<file path="src/design/rv_isa_pkg.sv">
package rv_isa_pkg;

  // Base integer width, RV32 only
  localparam int XLEN = 32;

  // Architectural data types
  typedef logic [XLEN-1:0] word_t;
  typedef logic [XLEN-1:0] addr_t;
  typedef logic [31:0]     instr_t;
  typedef logic [4:0]      reg_idx_t;

  // First fetch address after reset
  localparam addr_t RESET_PC = 32'h0000_0000;

  // ----------------------------------------------------------
  // Major opcodes, bits [6:0]
  // ----------------------------------------------------------
  localparam logic [6:0] OP_LUI    = 7'b0110111;
  localparam logic [6:0] OP_AUIPC  = 7'b0010111;
  localparam logic [6:0] OP_JAL    = 7'b1101111;
  localparam logic [6:0] OP_JALR   = 7'b1100111;
  localparam logic [6:0] OP_BRANCH = 7'b1100011;
  localparam logic [6:0] OP_LOAD   = 7'b0000011;
  localparam logic [6:0] OP_STORE  = 7'b0100011;
  localparam logic [6:0] OP_IMM    = 7'b0010011;
  localparam logic [6:0] OP_REG    = 7'b0110011;
  localparam logic [6:0] OP_SYSTEM = 7'b1110011;

  // Only SYSTEM encoding the core accepts
  localparam instr_t INSTR_EBREAK = 32'h0010_0073;

  // Load/store widths, bit 2 marks unsigned loads
  localparam logic [2:0] F3_BYTE  = 3'b000;
  localparam logic [2:0] F3_HALF  = 3'b001;
  localparam logic [2:0] F3_WORD  = 3'b010;
  localparam logic [2:0] F3_BYTEU = 3'b100;
  localparam logic [2:0] F3_HALFU = 3'b101;

  // Branch conditions
  localparam logic [2:0] F3_BEQ  = 3'b000;
  localparam logic [2:0] F3_BNE  = 3'b001;
  localparam logic [2:0] F3_BLT  = 3'b100;
  localparam logic [2:0] F3_BGE  = 3'b101;
  localparam logic [2:0] F3_BLTU = 3'b110;
  localparam logic [2:0] F3_BGEU = 3'b111;

  // ALU funct3, shared by OP and OP-IMM
  localparam logic [2:0] F3_ADD  = 3'b000;
  localparam logic [2:0] F3_SLL  = 3'b001;
  localparam logic [2:0] F3_SLT  = 3'b010;
  localparam logic [2:0] F3_SLTU = 3'b011;
  localparam logic [2:0] F3_XOR  = 3'b100;
  localparam logic [2:0] F3_SR   = 3'b101;
  localparam logic [2:0] F3_OR   = 3'b110;
  localparam logic [2:0] F3_AND  = 3'b111;

endpackage

</file>
<file path="src/design/rv_uarch_pkg.sv">
package rv_uarch_pkg;

  // ----------------------------------------------------------
  // Datapath selectors
  // ----------------------------------------------------------

  // ALU operation
  typedef enum logic [3:0] {
    ALU_ADD,
    ALU_SUB,
    ALU_SLL,
    ALU_SLT,
    ALU_SLTU,
    ALU_XOR,
    ALU_SRL,
    ALU_SRA,
    ALU_OR,
    ALU_AND,
    ALU_PASS_B
  } alu_op_t;

  // First ALU operand
  typedef enum logic [1:0] {
    A_RS1,
    A_PC,
    A_ZERO
  } alu_a_sel_t;

  // Write-back source
  typedef enum logic [1:0] {
    RES_ALU,
    RES_MEM,
    RES_PC4
  } res_sel_t;

  // ----------------------------------------------------------
  // Decoded instruction, consumed by every later stage
  // ----------------------------------------------------------
  typedef struct packed {
    alu_op_t              alu_op;
    alu_a_sel_t           alu_a_sel;
    logic                 alu_b_imm;
    res_sel_t             res_sel;
    logic                 reg_write;
    rv_isa_pkg::reg_idx_t rd;
    logic                 mem_read;
    logic                 mem_write;
    logic [2:0]           mem_funct3;
    logic                 is_branch;
    logic [2:0]           branch_funct3;
    logic                 is_jal;
    logic                 is_jalr;
    logic                 is_ebreak;
    logic                 illegal;
    rv_isa_pkg::word_t    imm;
  } ctrl_t;

  // One data-memory write, taken at the rising edge
  typedef struct packed {
    logic              we;
    rv_isa_pkg::addr_t addr;
    rv_isa_pkg::word_t data;
    logic [3:0]        strb;
  } dmem_wr_t;

endpackage

</file>
<file path="src/design/rv_fetch.sv">
`timescale 1ns/1ps

module rv_fetch (
  input  logic                clk,
  input  logic                rst_n,
  input  logic                dmem_stall,
  input  rv_uarch_pkg::ctrl_t ctrl,
  input  logic                branch_taken,
  input  rv_isa_pkg::addr_t   jump_target,
  input  logic                mem_misaligned,
  output rv_isa_pkg::addr_t   pc,
  output logic                imem_ren,
  output logic                retire,
  output logic                ebreak,
  output logic                trap
);
  import rv_isa_pkg::*;

  logic  halt;
  logic  advance;
  logic  taken;
  logic  target_bad;
  logic  trap_now;
  addr_t pc_next;

  // Halt is simply either sticky flag
  assign halt     = ebreak || trap;
  assign imem_ren = !halt;

  // Core moves forward only when running and not stalled
  assign advance = !halt && !dmem_stall;

  // ----------------------------------------------------------
  // Next PC and trap causes
  // ----------------------------------------------------------
  assign taken      = branch_taken || ctrl.is_jal || ctrl.is_jalr;
  assign pc_next    = taken ? jump_target : pc + 32'd4;
  // No compressed set, so targets must be word aligned
  assign target_bad = taken && (jump_target[1:0] != 2'b00);
  assign trap_now   = ctrl.illegal || mem_misaligned || target_bad;

  // Commit permit; a halting instruction writes nothing
  assign retire = advance && !trap_now && !ctrl.is_ebreak;

  always_ff @(posedge clk) begin
    if (!rst_n) begin
      pc     <= RESET_PC;
      ebreak <= 1'b0;
      trap   <= 1'b0;
    end else begin
      if (retire) begin
        pc <= pc_next;
      end
      // Flags rise one cycle after the halting instruction, then stick
      if (advance && ctrl.is_ebreak) begin
        ebreak <= 1'b1;
      end
      if (advance && trap_now) begin
        trap <= 1'b1;
      end
    end
  end

  // Targets come from execute, so alignment relies on the trap check here
  assert property (@(posedge clk) disable iff (!rst_n) pc[1:0] == 2'b00)
    else $error("pc not word aligned: %h", pc);

endmodule

</file>
<file path="src/design/rv_regfile.sv">
`timescale 1ns/1ps

module rv_regfile (
  input  logic                 clk,
  input  logic                 rst_n,
  input  rv_isa_pkg::reg_idx_t rs1,
  input  rv_isa_pkg::reg_idx_t rs2,
  input  logic                 we,
  input  rv_isa_pkg::reg_idx_t rd,
  input  rv_isa_pkg::word_t    wdata,
  output rv_isa_pkg::word_t    rs1_data,
  output rv_isa_pkg::word_t    rs2_data
);
  import rv_isa_pkg::*;

  // x1..x31, x0 has no storage
  word_t regs [1:31];

  // Write at retirement, x0 writes dropped
  always_ff @(posedge clk) begin
    if (we && (rd != 5'd0)) begin
      regs[rd] <= wdata;
    end
  end

  // Asynchronous reads, x0 reads as zero
  assign rs1_data = (rs1 == 5'd0) ? '0 : regs[rs1];
  assign rs2_data = (rs2 == 5'd0) ? '0 : regs[rs2];

  // Enable is built from fetch and decode outputs
  assert property (@(posedge clk) disable iff (!rst_n) we |-> !$isunknown(rd))
    else $error("register write with unknown index");

endmodule

</file>
<file path="src/design/rv_decode.sv">
`timescale 1ns/1ps

module rv_decode (
  input  rv_isa_pkg::instr_t   instr,
  input  rv_isa_pkg::word_t    rs1_data,
  input  rv_isa_pkg::word_t    rs2_data,
  output rv_isa_pkg::reg_idx_t rs1,
  output rv_isa_pkg::reg_idx_t rs2,
  output rv_isa_pkg::word_t    rs1_val,
  output rv_isa_pkg::word_t    rs2_val,
  output rv_uarch_pkg::ctrl_t  ctrl
);
  import rv_isa_pkg::*;
  import rv_uarch_pkg::*;

  logic [6:0] opcode;
  logic [2:0] funct3;
  logic [6:0] funct7;
  word_t      imm_i;
  word_t      imm_s;
  word_t      imm_b;
  word_t      imm_u;
  word_t      imm_j;
  logic       use_rs1;
  logic       use_rs2;

  // Funct3 to ALU op; alt selects SUB or SRA
  function automatic alu_op_t alu_from_f3(logic [2:0] f3, logic alt);
    case (f3)
      F3_ADD:  return alt ? ALU_SUB : ALU_ADD;
      F3_SLL:  return ALU_SLL;
      F3_SLT:  return ALU_SLT;
      F3_SLTU: return ALU_SLTU;
      F3_XOR:  return ALU_XOR;
      F3_SR:   return alt ? ALU_SRA : ALU_SRL;
      F3_OR:   return ALU_OR;
      default: return ALU_AND;
    endcase
  endfunction

  // ----------------------------------------------------------
  // Fields and immediates
  // ----------------------------------------------------------
  assign opcode = instr[6:0];
  assign funct3 = instr[14:12];
  assign funct7 = instr[31:25];
  assign rs1    = instr[19:15];
  assign rs2    = instr[24:20];

  assign imm_i = {{20{instr[31]}}, instr[31:20]};
  assign imm_s = {{20{instr[31]}}, instr[31:25], instr[11:7]};
  assign imm_b = {{19{instr[31]}}, instr[31], instr[7], instr[30:25], instr[11:8], 1'b0};
  assign imm_u = {instr[31:12], 12'b0};
  assign imm_j = {{11{instr[31]}}, instr[31], instr[19:12], instr[20], instr[30:21], 1'b0};

  // ----------------------------------------------------------
  // Control decode
  // ----------------------------------------------------------
  always_comb begin
    ctrl               = '0;
    ctrl.alu_op        = ALU_ADD;
    ctrl.alu_a_sel     = A_RS1;
    ctrl.res_sel       = RES_ALU;
    ctrl.rd            = instr[11:7];
    ctrl.mem_funct3    = funct3;
    ctrl.branch_funct3 = funct3;
    use_rs1            = 1'b0;
    use_rs2            = 1'b0;

    case (opcode)
      OP_LUI: begin
        ctrl.alu_a_sel = A_ZERO;
        ctrl.alu_op    = ALU_PASS_B;
        ctrl.alu_b_imm = 1'b1;
        ctrl.imm       = imm_u;
        ctrl.reg_write = 1'b1;
      end
      OP_AUIPC: begin
        ctrl.alu_a_sel = A_PC;
        ctrl.alu_b_imm = 1'b1;
        ctrl.imm       = imm_u;
        ctrl.reg_write = 1'b1;
      end
      OP_JAL: begin
        ctrl.is_jal    = 1'b1;
        ctrl.imm       = imm_j;
        ctrl.res_sel   = RES_PC4;
        ctrl.reg_write = 1'b1;
      end
      OP_JALR: begin
        ctrl.is_jalr   = 1'b1;
        ctrl.imm       = imm_i;
        ctrl.res_sel   = RES_PC4;
        ctrl.reg_write = 1'b1;
        ctrl.illegal   = (funct3 != 3'b000);
        use_rs1        = 1'b1;
      end
      OP_BRANCH: begin
        ctrl.is_branch = 1'b1;
        ctrl.imm       = imm_b;
        // 010 and 011 are unassigned
        ctrl.illegal   = (funct3[2:1] == 2'b01);
        use_rs1        = 1'b1;
        use_rs2        = 1'b1;
      end
      OP_LOAD: begin
        ctrl.mem_read  = 1'b1;
        ctrl.alu_b_imm = 1'b1;
        ctrl.imm       = imm_i;
        ctrl.res_sel   = RES_MEM;
        ctrl.reg_write = 1'b1;
        ctrl.illegal   = !(funct3 inside {F3_BYTE, F3_HALF, F3_WORD, F3_BYTEU, F3_HALFU});
        use_rs1        = 1'b1;
      end
      OP_STORE: begin
        ctrl.mem_write = 1'b1;
        ctrl.alu_b_imm = 1'b1;
        ctrl.imm       = imm_s;
        ctrl.illegal   = !(funct3 inside {F3_BYTE, F3_HALF, F3_WORD});
        use_rs1        = 1'b1;
        use_rs2        = 1'b1;
      end
      OP_IMM: begin
        // SUB has no immediate form, only SRAI uses the alt bit
        ctrl.alu_op    = alu_from_f3(funct3, funct7[5] && (funct3 == F3_SR));
        ctrl.alu_b_imm = 1'b1;
        ctrl.imm       = imm_i;
        ctrl.reg_write = 1'b1;
        if (funct3 == F3_SLL) begin
          ctrl.illegal = (funct7 != 7'b0000000);
        end else if (funct3 == F3_SR) begin
          ctrl.illegal = (funct7 != 7'b0000000) && (funct7 != 7'b0100000);
        end
        use_rs1 = 1'b1;
      end
      OP_REG: begin
        ctrl.alu_op    = alu_from_f3(funct3, funct7[5]);
        ctrl.reg_write = 1'b1;
        ctrl.illegal   = !((funct7 == 7'b0000000) ||
                           ((funct7 == 7'b0100000) && (funct3 inside {F3_ADD, F3_SR})));
        use_rs1        = 1'b1;
        use_rs2        = 1'b1;
      end
      OP_SYSTEM: begin
        // ECALL and CSR forms are not implemented
        ctrl.is_ebreak = (instr == INSTR_EBREAK);
        ctrl.illegal   = (instr != INSTR_EBREAK);
      end
      default: begin
        ctrl.illegal = 1'b1;
      end
    endcase

    // An illegal word must leave no architectural trace
    if (ctrl.illegal) begin
      ctrl.reg_write = 1'b0;
      ctrl.mem_write = 1'b0;
    end
  end

  // Operands the instruction does not read are held at zero
  assign rs1_val = use_rs1 ? rs1_data : '0;
  assign rs2_val = use_rs2 ? rs2_data : '0;

endmodule

</file>
<file path="src/design/rv_execute.sv">
`timescale 1ns/1ps

module rv_execute (
  input  rv_uarch_pkg::ctrl_t ctrl,
  input  rv_isa_pkg::addr_t   pc,
  input  rv_isa_pkg::word_t   rs1_data,
  input  rv_isa_pkg::word_t   rs2_data,
  output rv_isa_pkg::word_t   alu_result,
  output logic                branch_taken,
  output rv_isa_pkg::addr_t   jump_target
);
  import rv_isa_pkg::*;
  import rv_uarch_pkg::*;

  word_t      op_a;
  word_t      op_b;
  logic [4:0] shamt;
  logic       eq;
  logic       lt;
  logic       ltu;
  logic       cond;

  // ----------------------------------------------------------
  // ALU
  // ----------------------------------------------------------
  always_comb begin
    case (ctrl.alu_a_sel)
      A_RS1:   op_a = rs1_data;
      A_PC:    op_a = pc;
      default: op_a = '0;
    endcase
  end

  assign op_b  = ctrl.alu_b_imm ? ctrl.imm : rs2_data;
  // Shift amount is the low five bits of either operand source
  assign shamt = op_b[4:0];

  always_comb begin
    case (ctrl.alu_op)
      ALU_ADD:  alu_result = op_a + op_b;
      ALU_SUB:  alu_result = op_a - op_b;
      ALU_SLL:  alu_result = op_a << shamt;
      ALU_SLT:  alu_result = {{(XLEN-1){1'b0}}, $signed(op_a) < $signed(op_b)};
      ALU_SLTU: alu_result = {{(XLEN-1){1'b0}}, op_a < op_b};
      ALU_XOR:  alu_result = op_a ^ op_b;
      ALU_SRL:  alu_result = op_a >> shamt;
      ALU_SRA:  alu_result = $signed(op_a) >>> shamt;
      ALU_OR:   alu_result = op_a | op_b;
      ALU_AND:  alu_result = op_a & op_b;
      default:  alu_result = op_b;
    endcase
  end

  // ----------------------------------------------------------
  // Branch compare and target
  // ----------------------------------------------------------
  assign eq  = (rs1_data == rs2_data);
  assign lt  = ($signed(rs1_data) < $signed(rs2_data));
  assign ltu = (rs1_data < rs2_data);

  always_comb begin
    case (ctrl.branch_funct3)
      F3_BEQ:  cond = eq;
      F3_BNE:  cond = !eq;
      F3_BLT:  cond = lt;
      F3_BGE:  cond = !lt;
      F3_BLTU: cond = ltu;
      F3_BGEU: cond = !ltu;
      default: cond = 1'b0;
    endcase
  end

  assign branch_taken = ctrl.is_branch && cond;

  // JALR clears bit 0, all others are PC relative
  assign jump_target = ctrl.is_jalr ? ((rs1_data + ctrl.imm) & ~32'd1) : pc + ctrl.imm;

endmodule

</file>
<file path="src/design/rv_lsu.sv">
`timescale 1ns/1ps

module rv_lsu (
  input  rv_uarch_pkg::ctrl_t    ctrl,
  input  rv_isa_pkg::word_t      alu_result,
  input  rv_isa_pkg::word_t      rs2_data,
  input  rv_isa_pkg::addr_t      pc,
  input  logic                   retire,
  input  rv_isa_pkg::word_t      dmem_rdata,
  output logic                   dmem_ren,
  output rv_isa_pkg::addr_t      dmem_raddr,
  output rv_uarch_pkg::dmem_wr_t dmem_wr,
  output logic                   mem_misaligned,
  output rv_isa_pkg::word_t      rd_data
);
  import rv_isa_pkg::*;
  import rv_uarch_pkg::*;

  addr_t      word_addr;
  logic [1:0] off;
  word_t      lane;
  word_t      load_data;

  // Memory sees word addresses, the low bits pick the lane
  assign word_addr = {alu_result[XLEN-1:2], 2'b00};
  assign off       = alu_result[1:0];

  // Half needs even, word needs a multiple of 4
  assign mem_misaligned = (ctrl.mem_read || ctrl.mem_write) &&
                          (((ctrl.mem_funct3[1:0] == F3_HALF[1:0]) && off[0]) ||
                           ((ctrl.mem_funct3[1:0] == F3_WORD[1:0]) && (off != 2'b00)));

  // ----------------------------------------------------------
  // Store path
  // ----------------------------------------------------------
  // A misaligned store traps in fetch, so retire stays low for it
  always_comb begin
    dmem_wr.we   = ctrl.mem_write && retire;
    dmem_wr.addr = word_addr;
    case (ctrl.mem_funct3)
      F3_BYTE: begin
        dmem_wr.data = {4{rs2_data[7:0]}};
        dmem_wr.strb = 4'b0001 << off;
      end
      F3_HALF: begin
        dmem_wr.data = {2{rs2_data[15:0]}};
        dmem_wr.strb = 4'b0011 << {off[1], 1'b0};
      end
      default: begin
        dmem_wr.data = rs2_data;
        dmem_wr.strb = 4'b1111;
      end
    endcase
  end

  // ----------------------------------------------------------
  // Load path
  // ----------------------------------------------------------
  assign dmem_ren   = ctrl.mem_read && retire;
  assign dmem_raddr = word_addr;

  // Bring the addressed lane down to bit 0
  assign lane = dmem_rdata >> {off, 3'b000};

  always_comb begin
    case (ctrl.mem_funct3)
      F3_BYTE:  load_data = {{24{lane[7]}}, lane[7:0]};
      F3_BYTEU: load_data = {24'b0, lane[7:0]};
      F3_HALF:  load_data = {{16{lane[15]}}, lane[15:0]};
      F3_HALFU: load_data = {16'b0, lane[15:0]};
      default:  load_data = dmem_rdata;
    endcase
  end

  // Write-back source
  always_comb begin
    case (ctrl.res_sel)
      RES_MEM: rd_data = load_data;
      RES_PC4: rd_data = pc + 32'd4;
      default: rd_data = alu_result;
    endcase
  end

  // Write enable comes from fetch, the strobe from the access width
  always_comb begin
    if (dmem_wr.we) begin
      assert (dmem_wr.strb != 4'b0000)
        else $error("store with empty strobe");
    end
  end

endmodule

</file>
<file path="src/design/rv_core.sv">
`timescale 1ns/1ps

module rv_core (
  input  logic                   clk,
  input  logic                   rst_n,
  // Instruction memory, same-cycle read
  output logic                   imem_ren,
  output rv_isa_pkg::addr_t      imem_raddr,
  input  rv_isa_pkg::instr_t     imem_rdata,
  // Data memory read, same-cycle
  output logic                   dmem_ren,
  output rv_isa_pkg::addr_t      dmem_raddr,
  input  rv_isa_pkg::word_t      dmem_rdata,
  // Data memory write, taken at the edge
  output rv_uarch_pkg::dmem_wr_t dmem_wr,
  input  logic                   dmem_stall,
  // Sticky halt status
  output logic                   ebreak,
  output logic                   trap
);
  import rv_isa_pkg::*;
  import rv_uarch_pkg::*;

  addr_t    pc;
  ctrl_t    ctrl;
  reg_idx_t rs1;
  reg_idx_t rs2;
  word_t    rs1_data;
  word_t    rs2_data;
  word_t    rs1_val;
  word_t    rs2_val;
  word_t    alu_result;
  word_t    rd_data;
  addr_t    jump_target;
  logic     branch_taken;
  logic     mem_misaligned;
  logic     retire;

  assign imem_raddr = pc;

  // ----------------------------------------------------------
  // Stages
  // ----------------------------------------------------------
  rv_fetch u_fetch (
    .clk            (clk),
    .rst_n          (rst_n),
    .dmem_stall     (dmem_stall),
    .ctrl           (ctrl),
    .branch_taken   (branch_taken),
    .jump_target    (jump_target),
    .mem_misaligned (mem_misaligned),
    .pc             (pc),
    .imem_ren       (imem_ren),
    .retire         (retire),
    .ebreak         (ebreak),
    .trap           (trap)
  );

  rv_decode u_decode (
    .instr    (imem_rdata),
    .rs1_data (rs1_data),
    .rs2_data (rs2_data),
    .rs1      (rs1),
    .rs2      (rs2),
    .rs1_val  (rs1_val),
    .rs2_val  (rs2_val),
    .ctrl     (ctrl)
  );

  // Write port commits with the instruction
  rv_regfile u_regfile (
    .clk      (clk),
    .rst_n    (rst_n),
    .rs1      (rs1),
    .rs2      (rs2),
    .we       (retire && ctrl.reg_write && !ctrl.illegal),
    .rd       (ctrl.rd),
    .wdata    (rd_data),
    .rs1_data (rs1_data),
    .rs2_data (rs2_data)
  );

  rv_execute u_execute (
    .ctrl         (ctrl),
    .pc           (pc),
    .rs1_data     (rs1_val),
    .rs2_data     (rs2_val),
    .alu_result   (alu_result),
    .branch_taken (branch_taken),
    .jump_target  (jump_target)
  );

  rv_lsu u_lsu (
    .ctrl           (ctrl),
    .alu_result     (alu_result),
    .rs2_data       (rs2_val),
    .pc             (pc),
    .retire         (retire),
    .dmem_rdata     (dmem_rdata),
    .dmem_ren       (dmem_ren),
    .dmem_raddr     (dmem_raddr),
    .dmem_wr        (dmem_wr),
    .mem_misaligned (mem_misaligned),
    .rd_data        (rd_data)
  );

endmodule

</file>
<file path="config.mk">
export PLATFORM = sky130hd
export DESIGN_NAME = rv_core
export DESIGN_NICKNAME = d
export VERILOG_FILES = /design/src/design/rv_isa_pkg.sv /design/src/design/rv_uarch_pkg.sv /design/src/design/rv_fetch.sv /design/src/design/rv_regfile.sv /design/src/design/rv_decode.sv /design/src/design/rv_execute.sv /design/src/design/rv_lsu.sv /design/src/design/rv_core.sv
export SDC_FILE = /design/constraint.sdc
export NUM_CORES = 2
export LEC_CHECK = 0
export BUFFER_PORTS_ARGS = -buffer_cell sky130_fd_sc_hd__clkbuf_2
export CAP_MARGIN = 0
export CORE_MARGIN = 4
export CORE_UTILIZATION = 50
export CTS_BUF_LIST = sky130_fd_sc_hd__clkbuf_4
export DETAILED_ROUTE_END_ITERATION = 6
export PLACE_DENSITY = 0.66
export SETUP_SLACK_MARGIN = 0.4
export SLEW_MARGIN = 20
export SYNTH_ARGS = -nofsm -noshare
export SYNTH_HDL_FRONTEND = slang
export SYNTH_SLANG_ARGS = --single-unit
</file>
<file path="constraint.sdc">
create_clock -name clk -period 18.21 [get_ports clk]
set_clock_uncertainty 0.15 [all_clocks]
set_input_delay 3.642 -clock clk [delete_from_list [all_inputs] [get_ports clk]]
set_output_delay 3.642 -clock clk [all_outputs]
set_load 0.005 [all_outputs]
</file>
# Yosys cells after proc, flatten, opt, wreduce, memory -nomap -nowiden
# Memories as Yosys holds them, arrays and structs flattened.
# Index checks and enable logic that the tools add are counted.
[totals]
regBits = 34
ram_bits = 992
input_bits = 67
out_inout_bits = 137
wordCells = 158
n_memories = 1
[classes]
add_sub_neg = 5
magnitude_cmp = 4
n_eq_ne = 37
shifts = 6
n_mux = 40
bitwise = 3
n_reduce_logical = 59
[mem_list]
columns = ["name", "words", "word_bits", "rd", "rd_ports_with_merged_regs", "wr", "line", "rtl"]
rows = [
  ["u_regfile.regs", 31, 32, 2, 0, 1, "rv_regfile.sv:17", "word_t regs [1:31];"],
]
[ops]
columns = ["operator", "count"]
rows = [
  ["32-bit one-hot mux with 10 select lines", 1],
  ["32-bit two-way mux", 7],
  ["32-bit one-hot mux with 5 select lines", 1],
  ["32-bit less-than comparator", 4],
  ["32-bit one-hot mux with 2 select lines", 2],
  ["32-bit one-hot mux with 4 select lines", 1],
  ["32-bit adder", 3],
  ["36-bit one-hot mux with 2 select lines", 1],
  ["4-bit one-hot mux with 7 select lines", 2],
  ["32-bit by 3-bit adder with 32-bit output (second input constant)", 1],
  ["32-bit bitwise AND", 1],
  ["32-bit by 21-bit == test with 1-bit output (second input constant)", 1],
  ["32-bit == test", 1],
  ["32-bit by 21-bit != test with 1-bit output (second input constant)", 1],
  ["32-bit OR", 1],
  ["32-bit by 5-bit left shift with 32-bit output", 1],
  ["32-bit by 5-bit right shift with 16-bit output", 1],
  ["32-bit by 5-bit right shift with 32-bit output", 1],
  ["32-bit by 5-bit >>> shifter with 32-bit output", 1],
  ["32-bit subtractor", 1],
  ["32-bit XOR", 1],
  ["7-bit by 6-bit == test with 1-bit output (second input constant)", 4],
  ["7-bit == test (second input constant)", 4],
  ["1-bit two-way mux", 20],
  ["35 further kinds", 92],
]

# Longest topological paths before layout
[logic_depth]
word_depth = 21
ltp_mapped = 35
depth_no_buf = 24

# Cells and area by module
# Synthesis repeated with hierarchy kept, for this count alone.
[unflattened]
cells_unflattened = 5679
area_unflattened_um2 = 67003.0
[modules_own_cells]
columns = ["module", "n_inst", "cells_per_inst", "area_per_inst_um2", "seq_area_each_um2"]
rows = [
  ["rv_regfile", 1, 2593, 46489.6, 29788.6],
  ["rv_execute", 1, 2151, 13979.7, 0.0],
  ["rv_lsu", 1, 419, 2877.8, 0.0],
  ["rv_fetch", 1, 282, 2098.3, 680.7],
  ["rv_decode", 1, 233, 1549.0, 0.0],
  ["rv_core", 1, 1, 8.8, 0.0],
]

# Worst setup path before layout
# Ideal clock, no wire load.
[synth_timing]
path_type = "input -> output"
start = "in imem_rdata[20]"
end = "out dmem_wr[67] in the netlist's numbering"
arrival_time_ns = 11.278
required_ns = 14.418
setup_slack_ns = 3.140
stages = 29
n_path_buf = 9
cell_sequence = "buf_4 -> buf_4 -> buf_2 -> buf_1 -> buf_1 -> clkbuf_1 -> buf_1 -> mux4_2 -> mux4_2 -> mux2i_1 -> nor2_1 -> nand2_1 -> and2_1 -> ha_1 -> clkbuf_1 -> o21ai_0 -> a21oi_1 -> o21ai_0 -> or4b_2 -> o221ai_1 -> o21ai_0 -> a41o_1 -> a21oi_1 -> o21ai_0 -> a311oi_1 -> xor2_1 -> o211ai_1 -> o32a_1 -> buf_4"
[synth_between]
elab_chain_cells = 6
elab_cells_between_ends = 15
cone_classes = "2 x add/sub; 3 x shift; 5 x mux; 3 x bitwise; 1 x reduce/logical; 1 x memory"
[synth_lines]
columns = ["item", "line", "rtl"]
rows = [
  ["from (decl)", "rv_core.sv:9", "input rv_isa_pkg::instr_t imem_rdata,"],
  ["memory 31 x 32 bit or 5-bit logical NOT (tied branches)", "--", ""],
  ["32-bit two-way mux", "rv_regfile.sv:28", "assign rs2_data = (rs2 == 5'd0) ? '0 : regs[rs2];"],
  ["32-bit two-way mux", "rv_decode.sv:163", "assign rs2_val = use_rs2 ? rs2_data : '0;"],
  ["32-bit two-way mux (*)", "rv_execute.sv:34", "assign op_b = ctrl.alu_b_imm ? ctrl.imm : rs2_data;"],
  ["32-bit subtractor (tied with other cells)", "rv_execute.sv:41", "ALU_SUB: alu_result = op_a - op_b;"],
  ["32-bit one-hot mux with 10 select lines (*)", "rv_execute.sv:39", "case (ctrl.alu_op)"],
  ["to (decl)", "rv_core.sv:15", "output rv_uarch_pkg::dmem_wr_t dmem_wr,"],
]
# Mark *: on every way between the ends. The rest lies on a longest branch, timed or not.

==> summary.md <==
| Metric | Value |
|---|---|
| Outcome | complete, no violations |
| Worst hold endpoint | u_fetch.trap |
| Crit-path max FO | 36 |
| Final wirelength | 269.0 mm |
| Setup repair bufs after CTS | 0 |
| Drt first pass iters | 6 |
| Max transition margin | 16.17% |
| Post-CTS sizing | 0 |
| Initial antenna violation count | 12 |
| GRT Residual Overflow | 0 |
| Chip width | 366.7 µm |
| Critical path's slowest cell | clkinv_1 |
| Top cells by count, synth | 992 x edfxtp_1, 479 x mux4_2, 409 x nor2_1 |
| Num Clock Sinks | 1026 |
| Worst Hold Launch | u_fetch.trap |
| Final Max Tran Viols | 0 |
| Hold Path Stages | 2 |
| IR Drop Worst-Case VDD | 0.00006749 V |
| Min-Delay Path Class | register to register |
| Post-synth ARST share | 0% |
| R2R cell count | 23 |
| Fillers | 10710 |
| Part of the cycle the worst path needs | 86.85% |
| Worst-Skew Late Latency | 1.21 ns |
| Count leader, synth | edfxtp_1 |
| TritonCTS buffer count | 288 |
| Max Freq | 63.23 MHz |
| First-pass GRT wire length | 373.5 mm |
| Setup total negative slack | 0 ns |
| Worst-margin pin slew | 1.248 ns |
| Cell count after synthesis | 5160 |
| Non-Filler Instances | 7277 |
| Placed Cells incl. Taps | 6807 |
| Final setup fails | 0 |
| Setup crit start kind | input port |
| DRC Markers | 0 |
| Area of the core | 127700 µm² |
| Netlist cell types | 100 |
| Crit Path Category | input port to output port |
| Yosys reg bits | 1026 |
| Largest net degree at the start of global routing | 113 |
| CP endpoint kind | output port |
| Pwr Density | 72.32 nW/µm² |
| Top cells by area, synth | edfxtp_1 46%, mux4_2 17%, mux2i_1 3.8%, ha_1 3.8%, a21oi_1 2.5% |
| Top-area cell type share of the netlist area | 46.31% |
| R2r endpoint | u_regfile.regs[13][13] |
| CP most frequent cell | buf_4 |
| Htree depth | 5 |
| Core Rows | 131 |
| DR iter-0 viols | 7971 |
| Synth area leader | edfxtp_1 |
| Critical Path RT | 14.42 ns |
| Period minus WS final | 15.81 ns |
| Post-synth top flop | edfxtp_1 |
| Post-CTS Hold Buffers | 0 |
| R2R setup slack | 8.80 ns |
| I/O pin count | 204 |
| Worst Path Arrival | 12.02 ns |
| Nets@finish | 5701 |
| Leakage | 25.88 nW |
| Area grow syn2layout | 10.11% |
| Clk slew on worst S/H paths | 0.05 ns |
| Max Root-Sink Buffers | 4 |
| Post-DR vias/cell | 7.115 |
| Die H | 366.7 µm |
| Vias | 51770 |
| HPWL Detailed | 181.8 mm |
| Routability Congestion | 1.056 |
| Ys Warns | 0 |
| RSZ-0062 raised after global routing | false |
| Vias in the first global route | 49350 |
| Number of max-cap violations | 0 |
| Final Hold Viols | 0 |
| Sequential-to-total area share from yosys stat | 47.37% |
| Total GRT Usage | 39.09% |
| Initial Util | 50.37% |
| Final Power | 5.122 mW |
| Post-synth EDFFs | 992 |
| PortBufs | 199 |
| Share of layout cells above drive strength 1 | 26.15% |
| CTS tree | done |
| R2r startpoint | u_regfile.regs[18][30] |
| Critical Path Max Stage Delay | 1.02 ns |
| Mapped Area | 64320 µm² |
| CTS root buf | clkbuf_4 |
| Die area | 134400 µm² |
| Avg Inst Size Synth | 12.46 µm² |
| Post-route ant nets | 0 |
| DR WL/cell | 36.97 µm |
## where the power goes
part           switching, mW  internal (mW)
sequential          0.000815           2.58
clock                  0.950          0.984
combinational          0.381          0.222
total                   1.33           3.79
## layer usage
| layer | global-route usage [%] | part of all wire [%] | vias to the layer above |
|---|---|---|---|
| met5 | 0 | 0.0048 | - |
| met4 | 23.75 | 7.2 | 2 |
| met3 | 10.58 | 13 | 782 |
| met2 | 57.54 | 43 | 4120 |
| met1 | 51.95 | 37 | 25800 |
| li1 | - | - | 21070 |
## layout by cell type (no fill, tap or decap), types with 36 or more instances in the layout
cell	n
and3_1	41
and2_1	36
mux2i_1	246
a21o_1	72
nor3_1	50
mux4_2	479
clkbuf_4	383
edfxtp_1	992
mux2_2	63
a221oi_1	37
a22oi_1	42
buf_4	179
o21ai_0	248
a31oi_1	36
o22ai_1	57
clkinv_1	68
o211ai_1	39
ha_1	194
nand3_1	68
clkbuf_2	191
nor2b_1	39
a211oi_1	89
inv_1	171
a21oi_1	316
nor2_1	373
xor2_1	36
xnor2_1	53
nand2_1	364
## cell type report
class | instances | area [µm²] | share of cell area, %
Multi-Input combinational cell | 3551 | 31830 | 44.95
Sequential cell | 1026 | 30470 | 43.02
Antenna cell | 5 | 12.51 | 0.01767
Inverter | 186 | 698.2 | 0.9858
Clock inverter | 81 | 346.6 | 0.4894
Tap cell | 1662 | 2079 | 2.936
Timing Repair Buffer | 383 | 2507 | 3.540
Clock buffer | 383 | 2875 | 4.060
## logic make-up (layout without fill, tap and decap cells)
group	count (synthesis)	count (layout)	share of synthesized area, %
simple gates	1187	1187	8.480
flops	1026	1026	47.37
other cells	1	9	0.005830
buf+inv	586	1033	4.003
mux	792	792	21.77
fa+ha+maj	198	198	3.898
xor+xnor	89	89	1.212
compound gates	1281	1281	13.26
## worst max-delay path: cells and delay by family
family                     cells  cell delay [ns]
AOI/OAI and AO/OA             12             3.63
adders and majority gates      1             0.54
buffers and inverters          7             3.13
and+or+nand+nor                5             0.99
## per-stage QoR
| step | utilization, % | hold slack (ns) | cell area [µm²] | setup WS, ns |
|---|---|---|---|---|
| floorplan | - | 0.3509 | 64330 | 3.140 |
| global placement | 52.90 | 0.4744 | 67540 | 2.685 |
| detailed placement | 52.91 | 0.4790 | 67560 | 2.639 |
| CTS | 55.44 | 0.4882 | 70790 | 2.611 |
| global route | 55.46 | 0.5102 | 70820 | 2.205 |
| finish | 55.47 | 0.4934 | 70820 | 2.396 |
## flip-flops by register name (all words and copies together) (netlist names)
signal,count
u_regfile.regs,992
u_fetch.trap,1
u_fetch.pc,32
u_fetch.ebreak,1
## how the worst max path moves through the flow
stage	depth (start not counted)	from	end	slack [ns]
4_1_cts	25	imem_rdata[20]	dmem_wr[68]	2.61
3_5_place_dp	25	imem_rdata[20]	dmem_wr[68]	2.64
6_report	25	imem_rdata[18]	dmem_wr[68]	2.40
5_1_grt	26	imem_rdata[20]	dmem_wr[68]	2.20
2_1_floorplan	29	imem_rdata[20]	dmem_wr[67]	3.14
3_3_place_gp	26	imem_rdata[20]	dmem_wr[68]	2.68
Note: power is estimated with default switching activity, not from simulation.
